$ cat src/logic/duty_modulator.sv
// Duty modulator: scales each streamed duty by an 8-bit level and keeps phase and valid aligned.
`timescale 1ns/100ps

module duty_modulator #(
  parameter int WIDTH = 9
) (
  input  logic             CLK,
  input  logic             rst_n,
  input  logic [WIDTH-1:0] duty,
  input  logic [WIDTH-1:0] phase,
  input  logic             dout_valid,
  input  logic [7:0]       mod_level,
  output logic [WIDTH-1:0] duty_out,
  output logic [WIDTH-1:0] phase_out,
  output logic             valid_out
);

  localparam int prod_bits = WIDTH + 8;

  logic [prod_bits-1:0] product;
  logic [prod_bits-1:0] scaled;

  // full scale is 255, so a level of 255 leaves duty as it is.
  assign product = duty * mod_level;
  assign scaled  = product / prod_bits'(255);

  always_ff @(posedge CLK) begin
    duty_out  <= scaled[WIDTH-1:0];
    phase_out <= phase;
  end

  always_ff @(posedge CLK) begin
    if (!rst_n) begin
      valid_out <= 1'b0;
    end else begin
      valid_out <= dout_valid;
    end
  end

endmodule

$ cat config.mk
export PLATFORM = sky130hd
export DESIGN_NAME = duty_modulator
export DESIGN_NICKNAME = d
export VERILOG_FILES = /design/src/logic/duty_modulator.sv
export SDC_FILE = /design/constraint.sdc
export NUM_CORES = 1
export LEC_CHECK = 0
export BUFFER_PORTS_ARGS = -buffer_cell sky130_fd_sc_hd__clkbuf_2
export CAP_MARGIN = 20
export CORE_AREA = 2 2 99 101
export DETAILED_ROUTE_END_ITERATION = 10
export DIE_AREA = 0 0 101 103
export GPL_ROUTABILITY_DRIVEN = 0
export GPL_TIMING_DRIVEN = 0
export PLACE_DENSITY_LB_ADDON = 0.3
export SYNTH_ARGS = -nofsm -noshare
export SYNTH_HDL_FRONTEND = slang
export SYNTH_SLANG_ARGS = --single-unit
$ cat constraint.sdc
create_clock -name CLK -period 20.4 [get_ports CLK]
set_input_delay 3.06 -clock CLK [delete_from_list [all_inputs] [get_ports CLK]]
set_output_delay 3.06 -clock CLK [all_outputs]
set_load 0.02 [all_outputs]
-- After elaboration in Yosys (flattened, before gate mapping)
Cells that the tools add are included.
- bits of input ports: 29
- register bits: 19
- logic and storage cells: 5
- multipliers: 1
- div/mod/pow operators: 1
- operator list (operator ; count):
    divider 17 x 8 -> 17 bit (second input constant) ; 1
    multiplier 9 x 8 -> 17 bit ; 1

-- Logic depth before layout (Yosys ltp)
Gate-level depths: netlist (run 1).
- word-level depth: 2
- depth in mapped cells: 40

-- Worst setup path after synthesis (run 1)
OpenSTA, ideal clock, no wires.
- path type: input to register
- start point: input port duty[1]
- end point: register duty_out[0]
- stages on the path: 35
- path slack: 8.715 ns
- data required time: 20.321 ns
- buffers on the path: 2
- arrival: 11.605 ns
- path through: and2_1 -> fa_1 -> fa_1 -> fa_1 -> inv_1 -> fa_1 -> inv_1 -> ha_1 -> buf_2 -> and3_4 -> o2111a_4 -> nor4_1 -> a211o_4 -> nor4_4 -> and3_1 -> nor2_2 -> or4_4 -> a211oi_2 -> xnor2_1 -> or2_1 -> clkbuf_1 -> a2111oi_0 -> nand4_1 -> nand2_2 -> mux2i_2 -> a31oi_1 -> a2111o_1 -> nor4_4 -> nor2_2 -> xnor2_1 -> ha_1 -> xnor2_1 -> o22ai_1 -> nand4_1 -> a211oi_2
- word-level cells in the longest chain between the ends: 2
- RTL lines (element ; RTL line ; text):
    from (decl) ; 9 ; input logic [WIDTH-1:0] duty,
    multiplier 9 x 8 -> 17 bit ; 24 ; assign product = duty * mod_level;
    divider 17 x 8 -> 17 bit ; 25 ; assign scaled = product / prod_bits'(255);
    via scaled[0] ; 21 ; logic [prod_bits-1:0] scaled;
    to (signal assigned) ; 28 ; duty_out <= scaled[WIDTH-1:0];
    to (decl) ; 13 ; output logic [WIDTH-1:0] duty_out,
The timed path passes the listed nets, and every way through them passes these cells.
A chain may end at the register's enable or synchronous reset.

-- Final worst setup path (run 1)
- start point: input port mod_level[7]
- end point: register duty_out[0]
- word-level cells in the longest chain between the ends: 2
- RTL lines (element ; RTL line ; text):
    from (decl) ; 12 ; input logic [7:0] mod_level,
    multiplier 9 x 8 -> 17 bit ; 24 ;
    divider 17 x 8 -> 17 bit ; 25 ;
    via scaled[0] ; 21 ;
The timed path passes the listed nets, and every way through them passes these cells.

==> impl_metrics.yaml, run 1 <==
clocking:
  cts_tree: "done"
  clock_path_buffers: 2
  clk_pin_slew_ns: 0.07
  numCtsBuffers: 3
  ctsResizeCount: 0
  cts_hold_buf: 0
  post_cts_buffers: 0
  clock-root-buffer: "clkbuf_8"
  clkSinkCount: 19
  htreeDepth: 1
synth:
  seq_area_frac_synth_pct: 7.01
  yosysTopAreaCell: "fa_1"
  yosysWarnings: 0
  avgSynthCellArea_um2: 8.13
  yosysUniqueCellTypes: 106
  ys_top_cells_by_count: "and2_1, inv_1, nand2_1"
  syn_area_um2: 5420
  syn_nets: 776
  synth_seq_cells: 19
  ys_async_sr_fraction_pct: 0
  ys.flop_type: "dfxtp_1"
  synth.area.top_cells: "fa_1, ha_1, and2_1, dfxtp_1, inv_1"
  synth_most_common_cell: "and2_1"
  synth_edf_count: 0
  yosysTopAreaCellShare_pct: 15.5
  synthCells: 667
sta:
  worstMarginPinSlew_ns: 0.920
  finalHoldViolCount: 0
  fin_crit_ns: 12.94
  relSlewSlack_pct: 38.3
  timing.fmax_ghz: 0.0773
  period_share_pct: 63.4
  drv_slew: 0
  setup_violations: 0
  tns_ns: 0
  rsz0062_at_grt: "no"
routing:
  via_per_inst: 6.49
  final_antenna_net_count: 0
  wl_mm: 13.3
  drt_iter0_drc: 485
  vias: 5401
  wl_per_cell_um: 16.0
  firstDrtPassIters: 5
  remaining_drc_errors: 0
floorplanning:
  die_area_um2: 10400
  rows: 36
  die_x_um: 101
  start_util_pct: 57.3
  die_h_um: 103
  core_um2: 9460
  ioPinCount: 48
flow_run:
  maxCapViolations: 0
setup_path:
  crit_top_cell: "fa_1"
  start_kind: "input port"
  arrival_ns: 13.11
  path_max_fanout: 9
  critical-path-slowest-cell: "nor4_2"
  max_stage_delay_ns: 0.59
  cp-end-kind: "register"
  required_ns: 20.57
  worstSetupPathType: "input port to register"
cells_and_area:
  n_fill_cell: 842
  fin_nets: 828
  antenna_cells: 0
  syn2layout_area_growth_pct: 7.80
  drive_gt1_share_pct: 17.3
grt:
  grt_pass1_wl_mm: 22.7
  antenna_found_initial: 0
  track_usage_pct: 26.1
  grt_max_degree: 11
  grt_overflow_total: 0
  grt_pass1_vias: 5031
min_path:
  hold_depth: 1
  hp-class: "input port to register"
placed_design:
  place_hpwl_mm: 10.9
  port_buffers: 47
run_status:
  outcome: "finished, final reports clean"
==> area by class of cell <==
class	instances	area (um2)	share of cell area [%]
sequential	19	380	6.51
tap	114	143	2.44
multi-input combinational	566	4710	80.6
clock buffer	4	45.0	0.770
inverter	65	244	4.17
buffer	17	87.6	1.50
timing repair buffer	47	235	4.02
==> cells by family after synthesis <==
logic type	after synthesis	share of synthesized area, %
simple gates	263	28.7
mux	4	0.807
flops	19	7.01
buf+inv	82	6.11
compound gates	195	29.0
xor+xnor	24	4.15
fa+ha+maj	80	24.3
==> worst max-delay path: cells and delay by family <==
kind	cells	cell delay, ns
AOI/OAI and AO/OA	12	3.19
buffers and inverters	5	0.50
and+or+nand+nor	10	2.84
muxes	1	0.42
xor gates and xnor gates	2	0.29
adders and majority gates	6	2.77
==> per-stage QoR <==
stage | area (um2) | setup WS (ns) | util (%) | hold WS, ns | instances
floorplan | 5420 | 8.72 | - | 3.09 | 667
global placement | 5800 | 7.69 | 61.3 | 3.16 | 828
detailed placement | 5800 | 7.42 | 61.3 | 3.16 | 828
CTS | 5850 | 7.65 | 61.8 | 2.90 | 832
global route | 5850 | 6.78 | 61.8 | 2.89 | 832
finish | 5850 | 7.46 | 61.8 | 2.90 | 832
==> flip-flops by register name, indices dropped and copies added, names as in the netlist <==
signal     flops
duty_out       9
valid_out      1
phase_out      9
==> path summary, 6_finish.rpt <==
kind / start / to / slack [ns]
min: phase[2] / phase_out[2] / 2.90
max: mod_level[7] / duty_out[0] / 7.46
==> routing by layer <==
layer	vias up	share of wire, %	global-route usage (%)
met4	0	2.4	8.63
met5	-	0	0
met2	223	51	46.6
met1	2580	42	34.2
met3	37	5.2	1.08
li1	2561	-	-
==> placed cells by master, fill, tap and decap left out, types with 8 or more instances in the layout <==
master and count:
buf_2 9, a21oi_1 31, a31oi_1 10, o21ai_1 8, o211ai_1 13, nand2_1 59
nor2b_1 8, o21ai_0 21, nor2_1 22, and2_1 67, fa_1 42, xnor2_1 18
a211oi_1 11, nor3_1 19, nor4_1 11, ha_1 38, and3_1 8, dfxtp_1 19
inv_1 64, nand3_1 10, clkbuf_2 48
Power of run 1 is not shown: default switching activity piles up to over one toggle a cycle in this logic, so the estimate is an artifact.
==> run 2: changes to the inputs <==
--- a/config.mk
+++ b/config.mk
@@ -5,11 +5,12 @@
 export SDC_FILE = /design/constraint.sdc
 export NUM_CORES = 1
 export LEC_CHECK = 0
+export ABC_AREA = 1
 export BUFFER_PORTS_ARGS = -buffer_cell sky130_fd_sc_hd__clkbuf_2
 export CAP_MARGIN = 20
-export CORE_AREA = 2 2 99 101
+export CORE_AREA = 2 2 103 105
 export DETAILED_ROUTE_END_ITERATION = 10
-export DIE_AREA = 0 0 101 103
+export DIE_AREA = 0 0 105 107
 export GPL_ROUTABILITY_DRIVEN = 0
 export GPL_TIMING_DRIVEN = 0
 export PLACE_DENSITY_LB_ADDON = 0.3
==> constraint.sdc (replaced) <==
create_clock -name CLK -period 11.4 [get_ports CLK]
set_input_delay 1.71 -clock CLK [delete_from_list [all_inputs] [get_ports CLK]]
set_output_delay 1.71 -clock CLK [all_outputs]
set_load 0.02 [all_outputs]
==> impl_metrics.yaml, run 2 <==
run_status:
  outcome: "finished, final reports clean"
setup_path:
  critPathLaunch: "mod_level[7]"
  path_max_fanout: 10
  max_stage_delay_ns: 0.54
  arrival_ns: 10.56
  start_kind: "input port"
  worstSetupPathType: "input port to register"
  critPathTopFamily: "simple AND/OR/NAND/NOR gates"
  path_buf_inv: 7
  crit_top_cell: "nand2_1"
  required_ns: 11.56
  crit_end: "duty_out[0]"
  crit_cells: 67
  critical-path-slowest-cell: "fa_1"
  cp-end-kind: "register"
clocking:
  clock-root-buffer: "clkbuf_8"
  clock_path_buffers: 2
  clkSinkCount: 19
  post_cts_buffers: 0
  htreeDepth: 1
  ctsResizeCount: 0
  numCtsBuffers: 3
  cts_tree: "done"
  cts_hold_buf: 0
  clk_pin_slew_ns: 0.08
routing:
  vias: 5207
  remaining_drc_errors: 0
  via_per_inst: 4.76
  wl_per_cell_um: 10.0
  wl_mm: 11.0
  final_antenna_net_count: 0
  firstDrtPassIters: 5
  drt_iter0_drc: 163
cells_and_area:
  syn2layout_area_growth_pct: 6.56
  final_core_util_pct: 59.0
  layout_commonest_cell: "nand2_1"
  fin_nets: 1067
  drive_gt1_share_pct: 14.8
  antenna_cells: 0
  n_fill_cell: 1054
  seq_area_um2: 380
  most-common-layout-cells: "nand2_1, inv_1, nand3_1, fa_1, nor2_1"
  multi_input_area_um2: 4270
  largestRegisters: "duty_out (9), phase_out (9), valid_out (1)"
flow_run:
  maxCapViolations: 0
floorplanning:
  start_util_pct: 55.4
  rows: 37
  die_x_um: 105
  ioPinCount: 48
  core_um2: 10100
  die_area_um2: 11200
  die_h_um: 107
sta:
  fin_crit_ns: 10.40
  fin_hold_ws_ns: 1.55
  layout_setup_ws_ns: 1.00
  drv_slew: 0
  finalHoldViolCount: 0
  setup_violations: 0
  period_share_pct: 91.2
  rsz0062_at_grt: "no"
  worstMarginPinSlew_ns: 0.441
  timing.fmax_ghz: 0.0962
  tns_ns: 0
  relSlewSlack_pct: 70.6
synth:
  ys_top_cells_by_count: "nand2_1, inv_1, nand3_1"
  yosysTopAreaCell: "nand2_1"
  syn_area_um2: 5590
  yosysUniqueCellTypes: 36
  seq_area_frac_synth_pct: 6.81
  synth.area.top_cells: "nand2_1, fa_1, inv_1, ha_1, dfxtp_1"
  synthCells: 923
  avgSynthCellArea_um2: 6.05
  synth_most_common_cell: "nand2_1"
  synth_seq_cells: 19
  yosysTopAreaCellShare_pct: 20.5
  syn_nets: 1032
  ys.flop_type: "dfxtp_1"
  ys_async_sr_fraction_pct: 0
  synth_edf_count: 0
  yosysWarnings: 0
min_path:
  hp-class: "input port to register"
  hold_depth: 1
placed_design:
  port_buffers: 30
  place_hpwl_mm: 9.50
  place_ws_ns: 0.722
grt:
  track_usage_pct: 20.9
  antenna_found_initial: 0
  grt_pass1_vias: 4943
  grt_pass1_wl_mm: 20.3
  grt_overflow_total: 0
  grt_max_degree: 12
==> run 2: per-stage QoR <==
stage / instance area (um2) / instances
floorplan: 5590 / 923
global placement: 5910 / 1089
detailed placement: 5910 / 1089
CTS: 5950 / 1093
global route: 5950 / 1093
finish: 5950 / 1093
==> run 2: logic make-up (layout without fill, tap and decap cells) <==
logic type / after synthesis / count (layout) / share of synthesized area, %
and+or+nand+nor: 524 / 524 / 46.3
buffers and inverters: 242 / 276 / 16.8
adders and majority gates: 80 / 80 / 23.6
AOI/OAI and AO/OA: 47 / 47 / 4.79
DFF: 19 / 19 / 6.81
xor gates and xnor gates: 11 / 11 / 1.72
==> run 2: layer usage <==
metal / track usage [%] / share of wire (%) / up-vias
li1: - / - / 2831
met1: 25.3 / 46 / 2313
met2: 41.3 / 50 / 59
met3: 1.28 / 2.6 / 4
met4: 2.95 / 0.46 / 0
met5: 0 / 0 / -
==> run 2: how the worst min path moves through the flow <==
stage | start | end | slack (ns)
floorplan | phase[0] | phase_out[0] | 1.74
global placement | phase[8] | phase_out[8] | 1.81
detailed placement | phase[1] | phase_out[1] | 1.81
CTS | phase[1] | phase_out[1] | 1.54
global route | phase[7] | phase_out[7] | 1.53
finish | phase[4] | phase_out[4] | 1.55
==> run 2: final cells by class <==
type,instances,area share (%)
plain buffers,20,1.79
clock buffers,3,0.694
repair buffers,30,2.52
well taps,136,2.86
clock inverters,1,0.0841
multi-input cells,662,71.7
inverters,222,14.0
flip-flops and latches,19,6.39
Power of run 2 is left out for the same reason.
