`src/logic/stm_timer.sv`:
```
// STM sampling timer: issues one update strobe and a wrapping frame index every freq_div cycles.
`timescale 1ns/100ps

module stm_timer (
  input  logic        CLK,
  input  logic        rst_n,
  input  logic        stm_en,
  input  logic [15:0] freq_div,
  input  logic [15:0] cycle,
  output logic        update,
  output logic [15:0] idx
);

  logic [15:0] period_cnt;
  logic [15:0] frame;
  logic        period_end;
  logic        frame_last;

  // a freq_div of one fires every cycle.
  assign period_end = (period_cnt >= freq_div - 16'd1);
  assign frame_last = (frame >= cycle - 16'd1);

  // frame holds the index for the next strobe, so the first strobe carries 0.
  always_ff @(posedge CLK) begin
    if (!rst_n || !stm_en) begin
      period_cnt <= '0;
      frame      <= '0;
      update     <= 1'b0;
      idx        <= '0;
    end else begin
      update <= (period_cnt == '0);
      if (period_cnt == '0) begin
        idx   <= frame;
        frame <= frame_last ? '0 : frame + 16'd1;
      end
      period_cnt <= period_end ? '0 : period_cnt + 16'd1;
    end
  end

  // once STM is switched off, no further strobe may follow.
  a_no_update_when_disabled: assert property (
    @(posedge CLK) disable iff (!rst_n)
    !stm_en |=> !update
  ) else $error("update pulsed after stm_en went low");

endmodule

```
`config.mk`:
```
export PLATFORM = sky130hd
export DESIGN_NAME = stm_timer
export DESIGN_NICKNAME = d
export VERILOG_FILES = /design/src/logic/stm_timer.sv
export SDC_FILE = /design/constraint.sdc
export NUM_CORES = 1
export LEC_CHECK = 0
export BUFFER_PORTS_ARGS = -buffer_cell sky130_fd_sc_hd__buf_4
export CAP_MARGIN = 5
export CORE_MARGIN = 2
export CORE_UTILIZATION = 60
export DETAILED_ROUTE_END_ITERATION = 16
export GPL_TIMING_DRIVEN = 0
export PLACE_DENSITY_LB_ADDON = 0.05
export SYNTH_ARGS = -nofsm -noshare
export SYNTH_HDL_FRONTEND = slang
export SYNTH_SLANG_ARGS = --single-unit
```
`constraint.sdc`:
```
create_clock -name CLK -period 8.75 [get_ports CLK]
set_input_delay 1.75 -clock CLK [delete_from_list [all_inputs] [get_ports CLK]]
set_output_delay 1.75 -clock CLK [all_outputs]
set_load 0.01 [all_outputs]
```
# [Word level (Yosys, flattened, before mapping)]
# Cells that the tools add are included.
[word_totals] regBits=49 input_bits=35 output_inout_bits=17 wordCells=16
[op_classes] add_sub_neg=4 n_lt_le_gt_ge=2 muxes=1 n_reduce_logical=5
[op_table] cell="16-bit by 1-bit adder with 16-bit output, second input constant" n=2
[op_table] cell="16-bit greater-or-equal comparator" n=2
[op_table] cell="16-bit by 1-bit subtractor with 16-bit output, second input constant" n=2
[op_table] cell="16-bit logical NOT" n=1
[op_table] cell="16-bit 2-to-1 mux" n=1
[op_table] cell="1-bit logical NOT" n=2
[op_table] cell="2-bit OR reduction" n=1
[op_table] cell="1-bit logical OR" n=1

# [Logic depth before layout (Yosys ltp)]
# Gate-level depths: netlist (run 1).
[depth] word_depth=3 ltp_mapped=13 ltp_nobuf=12

# [Worst setup path before layout (run 1)]
# No wires, ideal clock.
[synth_timing] path_kind="input port to flip-flop" startpoint="in cycle[9]" endpoint="reg frame[11]" setup_ns=0.138 arrival_ns=4.216 required_time_ns=8.612 setup_slack_ns=4.396 cell_stages=11 path_buffers=1 path_cell_list="or4_1 or3_1 nor4_2 xnor2_1 ha_1 nand2_1 nor2_1 nand3_1 o21ai_1 clkbuf_1 a21oi_1"
[synth_between] elab_chain_len=3
[synth_rtl] item="from (decl)" line="9" rtl="input logic [15:0] cycle,"
[synth_rtl] item="16-bit by 1-bit subtractor with 16-bit output" line="21" rtl="assign frame_last = (frame >= cycle - 16'd1);"
[synth_rtl] item="16-bit greater-or-equal comparator" line="21"
[synth_rtl] item="16-bit 2-to-1 mux" line="34" rtl="frame <= frame_last ? '0 : frame + 16'd1;"
[synth_rtl] item="to (signal assigned)" line="34"
[synth_rtl] item="to (decl)" line="15" rtl="logic [15:0] frame;"
# Every way passes these cells.
# A chain may end at the register's enable or synchronous reset.

# [Worst setup path after layout (run 1)]
[layout_timing] startpoint="in freq_div[5]" endpoint="reg period_cnt[11]"
[layout_between] elab_chain_len=3
[layout_rtl] item="from (decl)" line="8" rtl="input logic [15:0] freq_div,"
[layout_rtl] item="16-bit by 1-bit subtractor with 16-bit output" line="20" rtl="assign period_end = (period_cnt >= freq_div - 16'd1);"
[layout_rtl] item="16-bit greater-or-equal comparator" line="20"
[layout_rtl] item="2-bit OR reduction (no source line)"
[layout_rtl] item="to (signal assigned)" line="36" rtl="period_cnt <= period_end ? '0 : period_cnt + 16'd1;"
[layout_rtl] item="to (decl)" line="14" rtl="logic [15:0] period_cnt;"
# Every way passes these cells.

==> results of run 1 <==
-- cells by family (layout without fill, tap and decap cells) --
group	Yosys count	count (layout)	synth area share, %
simple gates	167	167	26.7
fa+ha+maj	37	37	14.2
flops	49	49	30.1
buf+inv	23	82	2.88
xor+xnor	55	55	14.8
compound gates	62	62	11.3
-- per-layer routing --
metal  track usage, %  part of all wire [%]
met5                0                     0
met4             9.11                   1.2
met3             4.19                   3.2
met2             45.4                    52
met1             29.9                    43
-- where the power goes --
part	leakage [nW]	total, W	switching [W]	internal, W
logic	0.990	0.0000589	0.0000319	0.0000270
registers	0.395	0.000226	0.00000138	0.000224
clock network	0.0585	0.000166	0.0000798	0.0000857
-- placed cells by master, fill, tap and decap left out, types with 3 or more instances in the layout --
cell / n
nor4_2: 4
nand2_1: 54
nor4_1: 9
nor3_1: 34
clkbuf_1: 10
a21oi_2: 4
dfxtp_1: 49
clkbuf_8: 5
inv_1: 9
nand2b_1: 3
nand3_1: 14
o21ai_0: 10
a211oi_1: 5
xor2_1: 18
nand4_1: 9
and4_1: 4
xnor2_1: 37
and3_1: 6
nor2_1: 16
buf_4: 52
ha_1: 37
a21oi_1: 32
buf_2: 3
a21o_1: 3
-- critical path, delay by kind of cell --
family	cells	cell delay (ns)
AOI/OAI and AO/OA	2	0.56
xor gates and xnor gates	1	0.09
adders and majority gates	1	0.30
buffers and inverters	2	0.56
and+or+nand+nor	7	1.62
-- cell type report --
class / instances / area [um^2]
timing repair buffer: 51 / 383
fill: 423 / 1330
inverter: 9 / 33.8
clock buffer: 5 / 68.8
tap: 70 / 87.6
multi-input combinational: 321 / 2180
buffer: 14 / 60.1
clock inverter: 3 / 43.8
sequential: 49 / 981
-- flip-flops by register name (all words and copies together), names as in the netlist --
register    cells
frame          16
period_cnt     16
idx            16
update          1
-- final timing paths --
check	from	end	slack (ns)	cells after the start
max	freq_div[5]	period_cnt[11]	4.03	13
min reg2reg	idx[9]	idx[9]	0.46	2
min	idx[9]	idx[9]	0.46	2
max reg2reg	frame[0]	frame[2]	6.46	8
-- through the flow --
stage / worst slack, ns / cell area [um^2] / hold slack (ns) / instances
2_1_floorplan: 4.40 / 3260 / 0.448 / 393
3_3_place_gp: 3.77 / 3730 / 0.441 / 514
3_5_place_dp: 3.68 / 3730 / 0.447 / 514
4_1_cts: 3.99 / 3840 / 0.460 / 522
5_1_grt: 3.66 / 3840 / 0.488 / 522
6_report: 4.03 / 3840 / 0.458 / 522
==> results.sh, run 1 <==
export IMPL_outcome="completed"
export IMPL_cts_buffers=5
export IMPL_leakagePower_nw=1.44
export IMPL_viasPerCell=5.70
export IMPL_gp_congestion=0.867
export IMPL_track_usage_pct=25.2
export IMPL_ys_flop_type="dfxtp_1"
export IMPL_grt_remaining_overflow=0
export IMPL_clk_insertion_delay_late_ns=0.32
export IMPL_hp_class="reg2reg"
export IMPL_wl_per_cell_um=13.9
export IMPL_path_common_cell="nor4_1"
export IMPL_hold_violations=0
export IMPL_fin_skew_ns=0.0163
export IMPL_vias=2975
export IMPL_slew_viol_final=0
export IMPL_critical_path_max_stage_delay_ns=0.50
export IMPL_die_w_um=77.7
export IMPL_ant_nets=0
export IMPL_final_period_utilization_pct=53.9
export IMPL_finalPower_w=0.000450
export IMPL_yosysUniqueCellTypes=39
export IMPL_synth_area_leaders="dfxtp_1 (30%), ha_1 (14%), xnor2_1 (10%), nand2_1 (6.2%), nor3_1 (5.2%)"
export IMPL_start_kind="primary input"
export IMPL_grt_pass1_wl_mm=12.5
export IMPL_worstPathCellList="buf_4 -> nor4_1 -> nand2_1 -> nor4_1 -> nor2b_1 -> xnor2_1 -> ha_1 -> nand4_1 -> nor2_1 -> a211oi_1 -> o211ai_1 -> clkbuf_1 -> nor3_1"
export IMPL_power_per_cell_area_mw_per_mm2=117
export IMPL_final_nets=523
export IMPL_peakVddDrop_uv=102
export IMPL_critPathMaxFanout=10
export IMPL_dieArea_mm2=0.00603
export IMPL_num_rows=26
export IMPL_port_buffers=51
export IMPL_crit_arrival_ns=4.89
export IMPL_postSynthCellCount=393
export IMPL_drc=0
export IMPL_syn_area_mm2=0.00326
export IMPL_min_period_ns=4.72
export IMPL_drive_above_1_share_pct=16.2
export IMPL_first_global_vias=2820
export IMPL_setup_tns_ns=0
export IMPL_worstSetupPathType="in2reg"
export IMPL_yosysMostFrequentCell="nand2_1"
export IMPL_maxCapViolations=0
export IMPL_seq_area_frac_synth_pct=30.1
export IMPL_async_flop_share_pct=0
export IMPL_clock_sinks=49
export IMPL_io_pins=52
export IMPL_worstMarginPinSlew_ns=0.605
export IMPL_cts_tree="built"
export IMPL_initial_core_util_pct=63.0
export IMPL_first_pass_iters=4
export IMPL_core_mm2=0.00517
export IMPL_antennaDiodeCount=0
export IMPL_rsz0062_at_grt="false"
export IMPL_place_hpwl_mm=5.68
export IMPL_post_cts_buffers=0
export IMPL_fmax_mhz=212
export IMPL_synth_edf_count=0
export IMPL_antenna_found_initial=0
export IMPL_routed_wl_mm=7.28
export IMPL_finalSetupViolations=0
export IMPL_cts_max_level=2
export IMPL_synth_fp_nets=465
export IMPL_post_route_util_pct=74.2
export IMPL_grt_max_degree=17
export IMPL_required_ns=8.93
export IMPL_synthToLayoutAreaGrowth_pct=17.9
export IMPL_hold_buffers=0
export IMPL_clock_path_buffers=2
export IMPL_drt_initial_drc_count=162
export IMPL_ys_warn_count=0
export IMPL_ys_ff_latch=49
export IMPL_cts_resized=0
export IMPL_end_kind="flop"
export IMPL_avgSynthCellArea_um2=8.29
export IMPL_root_buffer="clkbuf_8"
export IMPL_synth_top_area_share_pct=30.1
export IMPL_synthTopCellsByCount="nand2_1 (54), dfxtp_1 (49), ha_1 (37), xnor2_1 (37), nor3_1 (34)"
export IMPL_slowest_stage="o211ai_1"
export IMPL_clkTransAtPathRegs_ns=0.10
export IMPL_chipHeight_um=77.7
export IMPL_slew_limit_headroom_pct=59.5
export IMPL_yosys_area_top_type="dfxtp_1"
(Power assumes the default switching activity.)
==> inputs of run 2 (changes only) <==
Settings changed: CORE_UTILIZATION 60 to 57.
Clock period 8.75 ns to 4.7 ns, I/O delays scaled along.
==> run 2 against run 1 <==
Against the previous run: die area up 5.0%; routed wire length down 3.2%; register-to-register slack worse by 4.1 ns; sequential power up 86%; sequential share of layout area up 0.24 points; utilization down 5.2 points; sequential cell count unchanged; combinational power up 85%; non-clock buffer count unchanged.
==> results.sh, run 2 (synthesis results as in run 1) <==
export IMPL_place_area_mm2=0.00373
export IMPL_chipHeight_um=79.6
export IMPL_start_kind="primary input"
export IMPL_clk_insertion_delay_late_ns=0.30
export IMPL_grt_met3_usage_pct=3.28
export IMPL_slew_limit_headroom_pct=60.6
export IMPL_maxCapViolations=0
export IMPL_routed_wl_mm=7.05
export IMPL_die_w_um=79.6
export IMPL_design_area_mm2=0.00380
export IMPL_met1_usage_pct=29.5
export IMPL_synthToLayoutAreaGrowth_pct=16.8
export IMPL_final_period_utilization_pct=83.5
export IMPL_wl_per_cell_um=13.5
export IMPL_cts_buffers=5
export IMPL_fmax_mhz=255
export IMPL_track_usage_pct=24.3
export IMPL_port_buffers=51
export IMPL_outcome="completed"
export IMPL_min_path_cells=2
export IMPL_peakVddDrop_uv=152
export IMPL_antennaDiodeCount=0
export IMPL_core_mm2=0.00551
export IMPL_root_buffer="clkbuf_8"
export IMPL_vias=2993
export IMPL_required_ns=4.86
export IMPL_post_cts_buffers=0
export IMPL_regToRegSetupSlack_ns=2.40
export IMPL_cts_tree="built"
export IMPL_critPathMaxFanout=10
export IMPL_finalPower_w=0.000754
export IMPL_first_pass_iters=4
export IMPL_reg2reg_depth=8
export IMPL_rsz0062_at_grt="false"
export IMPL_end_kind="flop"
export IMPL_clock_path_buffers=2
export IMPL_worstSetupPathType="in2reg"
export IMPL_viasPerCell=5.73
export IMPL_io_pins=52
export IMPL_grt_use_met2_pct=44.0
export IMPL_grt_pass1_wl_mm=12.5
export IMPL_hold_buffers=0
export IMPL_clock_sinks=49
export IMPL_leakagePower_nw=1.43
export IMPL_finalSetupViolations=0
export IMPL_drc=0
export IMPL_final_cell_mix="nand2_1 (54), buf_4 (52), dfxtp_1 (49), xnor2_1 (37), ha_1 (37)"
export IMPL_worstHoldStart="idx[15]"
export IMPL_fill_cells=488
export IMPL_final_nets=523
export IMPL_first_global_vias=2871
export IMPL_worstHoldEndpoint="idx[15]"
export IMPL_ant_nets=0
export IMPL_crit_arrival_ns=4.08
export IMPL_fin_skew_ns=0.0107
export IMPL_antenna_found_initial=0
export IMPL_power_per_cell_area_mw_per_mm2=198
export IMPL_hp_class="reg2reg"
export IMPL_r2r_start="frame[0]"
export IMPL_drive_above_1_share_pct=15.8
export IMPL_drt_initial_drc_count=148
export IMPL_hold_violations=0
export IMPL_largestRegisters="frame: 16 flops, idx: 16 flops, period_cnt: 16 flops"
export IMPL_cts_resized=0
export IMPL_regToRegEndpoint="frame[2]"
export IMPL_slew_viol_final=0
export IMPL_grt_remaining_overflow=0
export IMPL_dieArea_mm2=0.00633
export IMPL_initial_core_util_pct=59.1
export IMPL_num_rows=27
export IMPL_gp_congestion=0.849
export IMPL_min_period_ns=3.92
export IMPL_clkTransAtPathRegs_ns=0.08
export IMPL_worstMarginPinSlew_ns=0.589
export IMPL_cts_max_level=2
export IMPL_grt_max_degree=14
export IMPL_grt_busiest_layer="met2"
export IMPL_final_common_cell="nand2_1"
export IMPL_setup_tns_ns=0
export IMPL_place_hpwl_mm=5.61
==> run 2: final cells by class <==
type	count	area (um^2)	share of cell area, %
buffer	14	60.1	1.58
clock buffer	5	68.8	1.81
clock inverter	1	5.00	0.132
inverter	9	33.8	0.888
multi-input combinational	321	2180	57.4
sequential	49	981	25.8
tap	72	90.1	2.37
timing repair buffer	51	383	10.1
==> run 2: how the worst max path moves through the flow <==
stage	from	to	slack (ns)	depth (start not counted)
2_1_floorplan	cycle[9]	frame[11]	1.16	11
4_1_cts	freq_div[5]	period_cnt[6]	0.78	13
3_5_place_dp	freq_div[5]	period_cnt[6]	0.46	13
3_3_place_gp	freq_div[5]	period_cnt[6]	0.52	13
6_report	freq_div[5]	period_cnt[6]	0.78	13
5_1_grt	freq_div[5]	period_cnt[6]	0.33	13
==> run 2: per-layer routing <==
| layer | up-vias | wire [um] |
|---|---|---|
| met5 | - | 0 |
| met4 | 0 | 79 |
| met3 | 8 | 330 |
| met2 | 76 | 3600 |
| met1 | 1388 | 3040 |
| li1 | 1521 | - |
==> run 2: stage by stage <==
step | instances | hold slack (ns) | util [%] | worst slack, ns
final | 522 | 0.455 | 69.1 | 0.777
after global placement | 516 | 0.440 | 67.7 | 0.521
after CTS | 522 | 0.459 | 69.1 | 0.775
after detailed placement | 516 | 0.447 | 67.7 | 0.465
after global routing | 522 | 0.486 | 69.1 | 0.331
after floorplan | 393 | 0.448 | - | 1.16
==> run 2: critical path, cell delays in order <==
cell and delay, ns:
buf_4 0.12, nor4_1 0.36, nand2_1 0.19, or4_1 0.47, nor3_1 0.23, xnor2_1 0.10
ha_1 0.30, nand4_1 0.12, nor3_1 0.27, and3_1 0.19, clkbuf_1 0.27, clkbuf_1 0.42
nor3_1 0.10
==> run 2: where the power goes <==
group | internal (W) | switching (W)
clock | 0.0000981 | 0.000127
sequential | 0.000417 | 0.00000251
combinational | 0.0000500 | 0.0000589
