$ cat config.mk
export PLATFORM = sky130hd
export DESIGN_NAME = stm_gain_operator
export DESIGN_NICKNAME = d
export VERILOG_FILES = /design/src/common/stm_pkg.sv /design/src/stm/stm_gain_operator.sv
export SDC_FILE = /design/constraint.sdc
export NUM_CORES = 1
export LEC_CHECK = 0
export ABC_AREA = 1
export CORE_ASPECT_RATIO = 1.2
export CORE_UTILIZATION = 40
export DETAILED_ROUTE_END_ITERATION = 6
export DONT_BUFFER_PORTS = 1
export GPL_TIMING_DRIVEN = 0
export HOLD_SLACK_MARGIN = 0.03
export PLACE_DENSITY = 0.51
export SETUP_SLACK_MARGIN = 0.05
export SLEW_MARGIN = 20
export SYNTH_ARGS = -nofsm -noshare
export SYNTH_HDL_FRONTEND = slang
export SYNTH_SLANG_ARGS = --single-unit
$ cat constraint.sdc
create_clock -name CLK -period 4.56 [get_ports CLK]
set_clock_uncertainty 0.15 [all_clocks]
set_input_delay 0.912 -clock CLK [delete_from_list [all_inputs] [get_ports CLK]]
set_output_delay 0.912 -clock CLK [all_outputs]
set_load 0.01 [all_outputs]
$ cat src/common/stm_pkg.sv
// Gain memory geometry and read address layout shared by the STM gain pipeline blocks.
package stm_pkg;

  // one memory word packs eight 16-bit transducer slots.
  // phase sits in the low byte of a slot, raw duty in the high byte.
  localparam int gain_word_bits = 128;

  localparam int gain_slot_bits = 16;

  localparam int gain_lanes = 8;

  // the operator's read address is {base, offset}.
  // base selects a block of 64 words holding two frames.
  localparam int gain_addr_bits = 16;

  localparam int gain_base_bits = 10;

  localparam int gain_offset_bits = 6;

  // odd frames start halfway into their base block.
  localparam int odd_frame_offset = 32;

endpackage

$ cat src/stm/stm_gain_operator.sv
// Gain operator: on each update reads one frame from the gain RAM and streams duty and phase.
`timescale 1ns/100ps

module stm_gain_operator #(
  parameter int WIDTH = 9,
  parameter int DEPTH = 249
) (
  input  logic                               CLK,
  input  logic                               rst_n,
  input  logic                               update,
  input  logic [15:0]                        idx,
  output logic [stm_pkg::gain_addr_bits-1:0] gain_addr,
  input  logic [stm_pkg::gain_word_bits-1:0] gain_data,
  output logic [WIDTH-1:0]                   duty,
  output logic [WIDTH-1:0]                   phase,
  output logic                               dout_valid
);

  import stm_pkg::*;

  localparam int lane_bits = $clog2(gain_lanes);
  localparam int cnt_bits = $clog2(DEPTH + 1);

  // the next word must be requested three lanes early.
  // two cycles cover the RAM and one covers the offset register.
  localparam int advance_lane = gain_lanes - 3;

  typedef enum logic [1:0] {
    waiting,
    bram_wait_0,
    bram_wait_1,
    run
  } gain_state_t;

  gain_state_t state;

  logic [gain_base_bits-1:0]   addr_base;
  logic [gain_offset_bits-1:0] addr_offset;
  logic [lane_bits-1:0]        lane;
  logic [cnt_bits-1:0]         cnt;
  logic [gain_slot_bits-1:0]   slot;
  logic [7:0]                  raw_duty;
  logic [7:0]                  raw_phase;

  assign gain_addr = {addr_base, addr_offset};

  assign slot      = gain_data[lane*gain_slot_bits +: gain_slot_bits];
  assign raw_phase = slot[7:0];
  assign raw_duty  = slot[gain_slot_bits-1 -: 8];

  always_ff @(posedge CLK) begin
    if (!rst_n) begin
      state      <= waiting;
      dout_valid <= 1'b0;
      lane       <= '0;
      cnt        <= '0;
    end else begin
      case (state)
        waiting: begin
          dout_valid <= 1'b0;
          if (update) begin
            // two frames share one base block.
            addr_base   <= idx[gain_base_bits:1];
            addr_offset <= idx[0] ? gain_offset_bits'(odd_frame_offset) : '0;
            state       <= bram_wait_0;
          end
        end
        bram_wait_0: begin
          state <= bram_wait_1;
        end
        bram_wait_1: begin
          cnt   <= '0;
          lane  <= '0;
          state <= run;
        end
        run: begin
          dout_valid <= 1'b1;
          // a raw duty of zero stays off, anything else is lifted by one.
          duty  <= (raw_duty == 8'h00) ? '0 : WIDTH'(raw_duty) + WIDTH'(1);
          phase <= WIDTH'({raw_phase, 1'b0});
          lane  <= lane + lane_bits'(1);
          if (lane == lane_bits'(advance_lane)) begin
            addr_offset <= addr_offset + gain_offset_bits'(1);
          end
          cnt <= cnt + cnt_bits'(1);
          if (cnt == cnt_bits'(DEPTH - 1)) begin
            state <= waiting;
          end
        end
        default: begin
          state <= waiting;
        end
      endcase
    end
  end

  // the stream must be quiet while the RAM is being primed.
  a_quiet_while_priming: assert property (
    @(posedge CLK) disable iff (!rst_n)
    (state == bram_wait_0 || state == bram_wait_1) |-> !dout_valid
  ) else $error("dout_valid high during RAM wait states");

endmodule

### Word-level counts from Yosys, hierarchy flattened

Index checks and enable logic that the tools add are counted.

| cells by class | value |
|---|---|
| muxes and demuxes | 10 |
| add/subtract/negate cells | 4 |
| eq/ne operators | 8 |
| reductions and logical operators | 8 |
| shifts and indexed selects | 1 |

Operator list:

| kind | number |
|---|---|
| indexed part select 128 x 8 -> 16 bit | 1 |
| 2-to-1 mux 6 bit | 3 |
| case mux 8 bit (2 select lines) | 1 |
| case mux 6 bit (2 select lines) | 1 |
| adder 8 x 1 -> 9 bit, second input constant | 1 |
| adder 8 x 1 -> 8 bit, second input constant | 1 |
| == test 8 bit, second input constant | 1 |
| logical NOT 8 bit | 1 |
| case mux 2 bit (4 select lines) | 1 |
| adder 6 x 1 -> 6 bit, second input constant | 1 |
| != test 2 bit, second input constant | 3 |
| case mux 3 bit (2 select lines) | 1 |
| == test 2 bit, second input constant | 2 |
| 2-to-1 mux 2 bit | 2 |
| AND reduction 2 bit | 2 |
| AND reduction 4 bit | 1 |
| nonzero test 2 bit | 2 |
| adder 3 x 1 -> 3 bit, second input constant | 1 |
| == test 3 bit, second input constant | 1 |
| AND reduction 3 bit | 1 |
| == test 2 x 1 -> 1 bit, second input constant | 1 |
| logical NOT 2 bit | 1 |
| case mux 1 bit (2 select lines) | 1 |

| word-level totals | value |
|---|---|
| register bits | 47 |
| output and inout port bits | 35 |

### Depth between registers and ports, before layout

Gate-level depths: netlist of the first run.

| depth | value |
|---|---|
| word-level depth | 3 |
| depth in mapped cells | 13 |

### Worst setup path after synthesis of the first run

Ideal clock, no wire load.

| timing | value |
|---|---|
| kind | reg2reg |
| from | register lane[1] |
| to | register addr_offset[0] (enable) |
| data required time | 4.024 ns |
| cell stages (with the launch flop) | 8 |
| data arrival time | 1.876 ns |
| period minus slack after synthesis | 2.412 ns |
| path slack | 2.148 ns |
| cells stage by stage | dfxtp_1 -> buf_6 -> inv_1 -> buf_2 -> clkbuf_1 -> ha_1 -> a21oi_1 -> nor4_1 |

| between the ends | value |
|---|---|
| cells in the longest elaborated chain, start to end | 3 |

Ends and longest elaborated chain:

| item | RTL line | source |
|---|---|---|
| from (decl) | stm_gain_operator.sv:39 | `logic [lane_bits-1:0] lane;` |
| from (signal assigned) | stm_gain_operator.sv:81 | `lane <= lane + lane_bits'(1);` |
| == test 3 bit | stm_gain_operator.sv:82 | `if (lane == lane_bits'(advance_lane)) begin` |
| != test 2 bit (no line) | n/a |  |
| AND reduction 4 bit (no line) | n/a |  |
| to (signal assigned) | stm_gain_operator.sv:64 | `addr_offset <= idx[0] ? gain_offset_bits'(odd_frame_offset) : '0;` |
| to (signal assigned) | stm_gain_operator.sv:83 | `addr_offset <= addr_offset + gain_offset_bits'(1);` |
| to (decl) | stm_gain_operator.sv:38 | `logic [gain_offset_bits-1:0] addr_offset;` |

Every way passes these cells.
A chain may end at the register's enable or synchronous reset.

### Final worst setup path of the first run

| timing | value |
|---|---|
| from | register lane[1] |
| to | register addr_offset[1] (enable) |

Same word-level chain as after synthesis.

==> results of run 1 <==
state kept, by name (all words and copies together), names as in the netlist:
| name | count |
|---|---|
| duty | 9 |
| addr_base | 10 |
| state | 2 |
| dout_valid | 1 |
| cnt | 8 |
| phase | 8 |
| addr_offset | 6 |
| lane | 3 |
worst reg2reg max path: stages, from the launching register on:
cell and delay (ns):
dfxtp_1 0.33, buf_6 0.13, inv_1 0.14, buf_2 0.24, clkbuf_1 0.38, ha_1 0.23, a21oi_1 0.09, nor4_2 0.55
where the power goes:
part / switching [mW] / internal [mW]
registers: 0.0484 / 0.531
logic: 0.315 / 0.159
clock network: 0.133 / 0.164
total: 0.497 / 0.853
routing by layer:
metal / GRT usage (%) / wire length [um] / vias up
li1: - / - / 1618
met1: 25.0 / 3810 / 1352
met2: 34.4 / 4200 / 138
met3: 3.92 / 628 / 8
met4: 4.49 / 96 / 0
met5: 0 / 0 / -
layout make-up:
type,instances,area [um2],area share (%)
multi-input combinational,354,1700,46.7
buffer,25,135,3.71
clock inverter,2,37.5,1.03
sequential,47,1270,34.9
tap,114,143,3.92
clock buffer,6,72.6,1.99
inverter,75,282,7.74
through the flow:
step | util [%] | cell area, um2 | setup slack (ns) | power (mW) | hold slack, ns
finish | 44.6 | 3640 | 1.96 | 1.35 | 0.368
global route | 44.6 | 3640 | 1.67 | 1.46 | 0.385
CTS | 44.6 | 3640 | 1.89 | 1.36 | 0.370
detailed placement | 43.3 | 3530 | 1.92 | 1.07 | 0.347
global placement | 43.2 | 3520 | 1.53 | 1.06 | 0.338
floorplan | - | 3380 | 2.15 | 0.950 | 0.313
logic make-up after synthesis:
logic type | after synthesis | synth area share [%]
other | 1 | 0.111
xor gates and xnor gates | 5 | 1.30
buffers and inverters | 100 | 12.3
and+or+nand+nor | 249 | 30.2
DFF | 47 | 37.6
adders and majority gates | 11 | 4.07
AOI/OAI and AO/OA | 88 | 14.3
cells in the mapped netlist (4+ instances only):
cell type	count	area, um2
o22ai_1	8	50.1
clkbuf_1	7	26.3
o21ai_0	48	240
buf_2	12	60.1
a21oi_1	16	80.1
a31oi_1	8	50.1
nand2_2	4	25.0
edfxtp_1	33	991
nand2_1	116	435
dfxtp_1	14	280
ha_1	11	138
nand3_1	36	180
inv_1	71	267
nor2_1	83	312
final timing paths:
kind	cells past startpoint	slack [ns]	from	to
worst max register to register	7	1.96	lane[1]	addr_offset[1]
worst max-delay path	7	1.96	lane[1]	addr_offset[1]
worst min-delay path	1	0.37	cnt[0]	cnt[0]
worst min register to register	1	0.37	cnt[0]	cnt[0]
==> metrics.txt, run 1 <==
status finished clean; Yosys cell types 36; hold crit path type reg -> reg; slew margin rel. 50.7%; number of post-CTS setup repair buffers 0; Syn Nets 659; number of global-route vias before repair 2958; Worst Path Max Fanout 10; Die Area 0.00882 mm2; worst setup path class reg -> reg; Buf+Inv Stages, Crit Path 4; # H-tree levels 2; syn avg cell area 6.75 um2; synthesized area 0.00338 mm2; first-pass iteration count of the detailed router 5; leakage power 1.69 nW; Final Non-Filler Cells 623; Die Span X 85.9 um; Final Cycle Share 57.0%; Post-synth EDFFs 33; core footprint 0.00815 mm2; setup TNS 0 ns; Post-synth ARST share 0%; CP required 4.34 ns; crit-path max cell delay 0.55 ns; Placed Cells 615; share of cells above drive strength 1 6.88%; clock sink count 47; Worst Tran Pin Value 0.736 ns; DRT iter0 DRCs 86; Initial Utilization 41.5%; DRC 0; crit path cell chain buf_6, inv_1, buf_2, clkbuf_1, ha_1, a21oi_1, nor4_2; Routed WL per cell 14.0 um; most common cell after layout, fill and taps aside nand2_1; Tot GR Track Use 19.7%; Setup violations, final 0; Startpoint Class flip-flop; Final #Nets 666; Max Clock Freq 385 MHz; Worst Setup End Kind flip-flop; FILL cells 903; CP max stage cell nor4_2; Yosys warnings 0; first-pass GRT wire length 13900 um; cell family with most CP delay buffers and inverters; total global routing overflow 0; Vias 3116; Cell Rows 36; CTS tree yes; commonest cells after routing, fill and taps aside 116 x nand2_1, 83 x nor2_1, 71 x inv_1; antenna diode count 0; CTS max path bufs 2; Vias/cell 5.00; Final Slew Violations 0; largest net degree at the start of global routing 19; initial antenna violation count 0; Synth Flop Type edfxtp_1; Area Growth Syn to Fin 7.66%; TritonCTS Buffers 5; crit path DAT 2.38 ns; # IOs 182; CTS root buf clkbuf_8; final wirelength 8730 um; Resized cells post-CTS 0; Synth Instances 501; Die Height 103 um; Worst-path clk slew 0.09 ns; FF+latch count, synth 47; I/O Buffers 0; VDD IR max 0.139 mV; Post-CTS Hold Buffers 0; clock latency on the worst-skew pair 0.29 ns; register area share after synthesis 37.6%; DP HPWL 7080 um; Antenna Nets Post-Route 0; Pwr Density 371 mW/mm2; GP Congestion 0.853; Final min period 2.60 ns; unrepaired setup endpoints after global routing false; Fin. Hold Viols 0; max-cap violations 0
Power figures use the tool's default switching activity.
==> run 2, diff against run 1 <==
==> constraint.sdc (replaced) <==
create_clock -name CLK -period 2.4 [get_ports CLK]
set_clock_uncertainty 0.15 [all_clocks]
set_input_delay 0.48 -clock CLK [delete_from_list [all_inputs] [get_ports CLK]]
set_output_delay 0.48 -clock CLK [all_outputs]
set_load 0.01 [all_outputs]
==> run 2 against run 1 <==
Worst setup slack lost 1.7 ns. Fmax grew 19%. Critical path type unchanged. Sequential power grew 90%. First-iteration DRC count grew 13%. Total power grew 93%. Largest power group unchanged. Critical endpoint is now duty[4]. Cell area grew 0.24%. Global-route usage shrank 0.11 points. Die area is the same. Worst hold slack lost 0.25 ns. Count of clock-buffer cells in the layout shrank 1. Critical path depth grew 3. Sequential share of layout area shrank 0.084 points.
==> metrics.txt, run 2 (synthesis results as in run 1) <==
slew margin rel. 43.5% (-7.2 points); Die Span X 85.9 um (unchanged); share of power burned in the clock network 22.0% (about the same); Worst Path Max Fanout 10 (unchanged); Final Slew Violations 0 (unchanged); commonest cells after routing, fill and taps aside 116 x nand2_1, 83 x nor2_1, 70 x inv_1; number of global-route vias before repair 2895 (-2.1%); I/O Buffers 0 (unchanged); clock sink count 47 (unchanged); Tot GR Track Use 19.5% (-0.11 points); share of cells above drive strength 1 7.09% (+0.21 points); number of post-CTS setup repair buffers 0 (unchanged); antenna diode count 0 (unchanged); Worst Setup End Kind flip-flop; Worst-path clk slew 0.09 ns (about the same); max-cap violations 0 (unchanged); CP required 2.29 ns (-2.05 ns); sw frac 37.5% (+0.72 points); Placed Cells 615 (unchanged); Pwr Density 714 mW/mm2 (+92%); GP Congestion 0.798 (-6.4%); Register Area 0.00127 mm2 (unchanged); final wirelength 8830 um (+1.1%); FILL cells 871 (-3.5%); Top Registers addr_base: 10 flops, duty: 9 flops; Post-CTS Hold Buffers 0 (unchanged); # H-tree levels 2 (unchanged); CTS root buf clkbuf_8; CTS tree yes; TritonCTS Buffers 5 (unchanged); DP HPWL 6960 um (-1.6%); Die Area 0.00882 mm2 (unchanged); Startpoint Class flip-flop; Final Non-Filler Cells 622 (-0.16%); # IOs 182 (unchanged); register name with the most flops addr_base; crit path DAT 2.08 ns (-0.30 ns); Initial Utilization 41.5% (unchanged); CTS max path bufs 2 (unchanged); Final #Nets 665 (-0.15%); sw power 0.976 mW (+97%); DRT iter0 DRCs 97 (+13%); sequential power share 42.3% (-0.6 points); worst setup path class reg -> reg; Cell Rows 36 (unchanged); Vias 3144 (+0.90%); Vias/cell 5.05 (+1.1%); total global routing overflow 0 (unchanged); first-pass GRT wire length 13600 um (-2.7%); core footprint 0.00815 mm2 (unchanged); clock latency on the worst-skew pair 0.29 ns (about the same); max FFs per register 10 (unchanged); setup TNS 0 ns (unchanged); unrepaired setup endpoints after global routing false; largest net degree at the start of global routing 20 (+1); Comb pwr share 35.7% (+0.6 points); final core utilization 44.7% (+0.11 points); Final Cycle Share 91.0% (+34 points); r2r setup slk 0.22 ns (-1.75 ns); hold crit path type in -> reg; first-pass iteration count of the detailed router 4 (-1); hold slack 0.117 ns (-0.250 ns); Setup violations, final 0 (unchanged); Die Height 103 um (unchanged); most common cell after layout, fill and taps aside nand2_1; status finished clean; Max Clock Freq 458 MHz (+19%); Antenna Nets Post-Route 0 (unchanged); DRC 0 (unchanged); Area Growth Syn to Fin 7.92%; Internal 1.63 mW (+91%); VDD IR max 0.258 mV (+87%); leakage power 1.69 nW (-0.36%); initial antenna violation count 0 (unchanged); Fin. Hold Viols 0 (unchanged); Final min period 2.18 ns (-0.414 ns); Routed WL per cell 14.2 um (+1.3%); Worst Tran Pin Value 0.844 ns (+0.108 ns); area of the multi-input gates 0.00171 mm2 (+0.52%)
[run 2: changes by cell type in the layout (fill, tap and decap cells not counted), sizes merged]
cell and change:
buf -1, clkbuf -1, inv -1, clkinv +2
[run 2: what timing repair did]
item	CTS	global route
pin swaps	0	0
endpoints found under the setup margin	6	18
gates resized for setup	1	2
gates cloned	0	0
[run 2: per-layer routing]
| layer | global-route usage [%] | up-vias | wire [um] |
|---|---|---|---|
| li1 | - | 1617 | - |
| met1 | 21.5 | 1398 | 3640 |
| met2 | 37.7 | 120 | 4580 |
| met3 | 4.80 | 9 | 520 |
| met4 | 4.49 | 0 | 90 |
| met5 | 0 | - | 0 |
[run 2: path summary, 6_finish.rpt]
check	end	startpoint	cells past startpoint
worst max-delay path	duty[4]	lane[0]	10
worst min-delay path	addr_base[8]	idx[9]	0
worst max register to register	duty[4]	lane[0]	10
worst min register to register	cnt[6]	cnt[6]	1
[run 2: power groups by stage]
| stage | clock network (mW) | registers, mW | logic, mW |
|---|---|---|---|
| after floorplan | 0 | 1.10 | 0.711 |
| after global placement | 0 | 1.12 | 0.898 |
| after detailed placement | 0 | 1.12 | 0.914 |
| after CTS | 0.577 | 1.10 | 0.933 |
| after global routing | 0.605 | 1.12 | 1.06 |
| final | 0.572 | 1.10 | 0.928 |
[run 2: cell type report]
class	count	area share [%]
plain buffers	24	3.67
clock inverters	3	1.06
flip-flops and latches	47	34.9
clock buffers	5	1.89
multi-input cells	354	46.8
inverters	75	7.82
well taps	114	3.91
[run 2: critical path, stage by stage (launching register included)]
cell	delay [ns]
dfxtp_1	0.46
inv_2	0.16
buf_6	0.17
o21ai_0	0.19
nand3_1	0.11
o21ai_2	0.12
inv_1	0.09
ha_1	0.22
nand2_2	0.09
nor2_4	0.04
xor2_1	0.13
[run 2: through the flow]
stage | instance area (um2) | total power, mW | worst slack, ns
after floorplan | 3390 | 1.81 | 0.232
after global placement | 3530 | 2.02 | -0.225
after detailed placement | 3530 | 2.04 | -0.261
after CTS | 3640 | 2.62 | 0.159
after global routing | 3650 | 2.78 | 0.0504
final | 3650 | 2.60 | 0.216
==> run 3, diff against run 2 <==
--- a/config.mk
+++ b/config.mk
@@ -10,7 +10,6 @@
 export CORE_UTILIZATION = 40
 export DETAILED_ROUTE_END_ITERATION = 6
 export DONT_BUFFER_PORTS = 1
-export GPL_TIMING_DRIVEN = 0
 export HOLD_SLACK_MARGIN = 0.03
 export PLACE_DENSITY = 0.51
 export SETUP_SLACK_MARGIN = 0.05
==> run 3 against run 2 <==
Sequential power barely moved. Sequential share of layout area barely moved. Via count fell by 2.1%. Final cell count fell by 1.3%. Global-route usage fell by 0.95 points. Non-clock buffer count fell by 8. Critical endpoint is now duty[6]. Worst hold slack improved by 0.0066 ns. Die area did not move. Register-to-register slack improved by 0.11 ns. Routed wire length fell by 5.9%. Clock power rose by 23%. Total power rose by 3.6%.
==> metrics.txt, run 3 (synthesis results as in run 1) <==
clock sink count 47 (unchanged); initial antenna violation count 0 (unchanged); number of global-route vias before repair 2782 (-3.9%); Final Cycle Share 86.6% (-4.4 points); GP Congestion 0.820 (+2.7%); Vias 3077 (-2.1%); Register Area 0.00127 mm2 (about the same); final wirelength 8310 um (-5.9%); Max Clock Freq 481 MHz (+5.1%); hold slack 0.124 ns (+0.00664 ns); Final Slew Violations 0 (unchanged); register name with the most flops addr_base; hold crit path type in -> reg; Die Area 0.00882 mm2 (unchanged); Pwr Density 738 mW/mm2 (+3.4%); Die Span X 85.9 um (unchanged); worst setup path class reg -> reg; crit-path max cell delay 0.35 ns (-0.11 ns); Setup violations, final 0 (unchanged); Internal 1.74 mW (+7.1%); CTS max path bufs 2 (unchanged); Vias/cell 5.01 (-0.86%); setup TNS 0 ns (unchanged); Worst-path clk slew 0.09 ns (about the same); CP most frequent cell nand2_1; Final min period 2.08 ns (-0.107 ns); VDD IR max 0.314 mV (+21%); DRT iter0 DRCs 85 (-12%); core footprint 0.00815 mm2 (unchanged); largest net degree at the start of global routing 32 (+60%); crit path DAT 1.99 ns (-0.09 ns); clock latency on the worst-skew pair 0.30 ns (about the same); CP max stage cell dfxtp_2; Area Growth Syn to Fin 8.15%; # H-tree levels 2 (unchanged); sequential power share 40.7% (-1.6 points); Resized cells post-CTS 0 (-1); total global routing overflow 0 (unchanged); Tot GR Track Use 18.6% (-0.95 points); FILL cells 868 (-0.34%); share of power burned in the clock network 26.1% (+4.1 points); Initial Utilization 41.5% (unchanged); Antenna Nets Post-Route 0 (unchanged); I/O Buffers 0 (unchanged); Comb pwr share 33.2% (-2.5 points); first-pass GRT wire length 12900 um (-5.1%); Fin. Hold Viols 0 (unchanged); DRC 0 (unchanged); TritonCTS Buffers 5 (unchanged); status finished clean; max FFs per register 10 (unchanged); leakage power 1.70 nW (+1.0%); Post-CTS Hold Buffers 0 (unchanged); antenna diode count 0 (unchanged); Cell Rows 36 (unchanged); Worst Setup End Kind flip-flop; Die Height 103 um (unchanged); first-pass iteration count of the detailed router 4 (unchanged); sw frac 35.4% (-2.1 points); max-cap violations 0 (unchanged); sw power 0.955 mW (-2.2%); CTS root buf clkbuf_8; share of cells above drive strength 1 7.40% (+0.31 points); Top Registers addr_base: 10 flops, duty: 9 flops; # IOs 182 (unchanged); Startpoint Class flip-flop; crit path cell chain buf_4, nand2_1, nand2_1, nand2_1, nand3_1, o21ai_2, inv_1, ha_1, nand2_2, nor2_4, nand2_1, nand2_1, nand2_1; Worst Path Max Fanout 31 (+21); CTS tree yes; area of the multi-input gates 0.00170 mm2 (-0.51%); commonest cells after routing, fill and taps aside 116 x nand2_1, 83 x nor2_1, 71 x inv_1; most common cell after layout, fill and taps aside nand2_1; CP required 2.31 ns (+0.02 ns); DP HPWL 6540 um (-6.1%); unrepaired setup endpoints after global routing false; number of post-CTS setup repair buffers 0 (unchanged); Routed WL per cell 13.5 um (-4.6%); Final #Nets 657 (-1.2%)
-- run 3: cell types whose count changed in the layout (fill, tap and decap cells not counted), sizes merged --
| cell | delta |
|---|---|
| inv | +2 |
| clkinv | -2 |
| bufinv | +1 |
| clkbuf | -7 |
| buf | -1 |
| clkinvlp | -1 |
-- run 3: power groups by stage --
stage | Sequential, mW | Combinational (mW) | Clock (mW)
2_1_floorplan | 1.10 | 0.711 | 0
3_3_place_gp | 1.12 | 0.891 | 0
3_5_place_dp | 1.12 | 0.909 | 0
4_1_cts | 1.10 | 0.910 | 0.727
5_1_grt | 1.11 | 1.04 | 0.758
6_report | 1.10 | 0.896 | 0.702
-- run 3: per-stage QoR --
stage / area [um2] / setup slack (ns) / utilization (%) / power (mW) / cells
floorplan: 3390 / 0.232 / - / 1.81 / 501
global placement: 3510 / 0.336 / 43.1 / 2.01 / 606
detailed placement: 3510 / 0.320 / 43.1 / 2.03 / 606
CTS: 3650 / 0.292 / 44.8 / 2.74 / 614
global route: 3650 / 0.0768 / 44.8 / 2.91 / 614
finish: 3650 / 0.322 / 44.8 / 2.70 / 614
-- run 3: cell type report --
class,instances,area share (%)
sequential,47,34.8
clock inverter,3,1.95
tap,114,3.90
inverter,75,7.70
clock buffer,5,1.88
timing repair buffer,16,3.29
multi-input combinational,354,46.5
-- run 3: worst paths after layout --
| check | startpoint | end | slack, ns | cells after the start |
|---|---|---|---|---|
| worst max-delay path | lane[0] | duty[6] | 0.32 | 13 |
| worst min-delay path | idx[4] | addr_base[3] | 0.12 | 0 |
| worst max register to register | lane[0] | duty[6] | 0.32 | 13 |
| worst min register to register | cnt[6] | cnt[6] | 0.36 | 1 |
-- run 3: layer usage --
layer	part of all wire (%)	vias to the layer above	GRT usage [%]
li1	-	1597	-
met1	41	1353	20.2
met2	51	116	35.2
met3	6.9	11	5.28
met4	1.5	0	5.00
met5	0	-	0
-- run 3: critical path: cells and delay by family, from the launching register on --
family,cells,cell delay [ns]
AOI/OAI and AO/OA,1,0.09
DFF,1,0.35
adders and majority gates,1,0.19
and+or+nand+nor,9,0.67
buffers and inverters,2,0.39
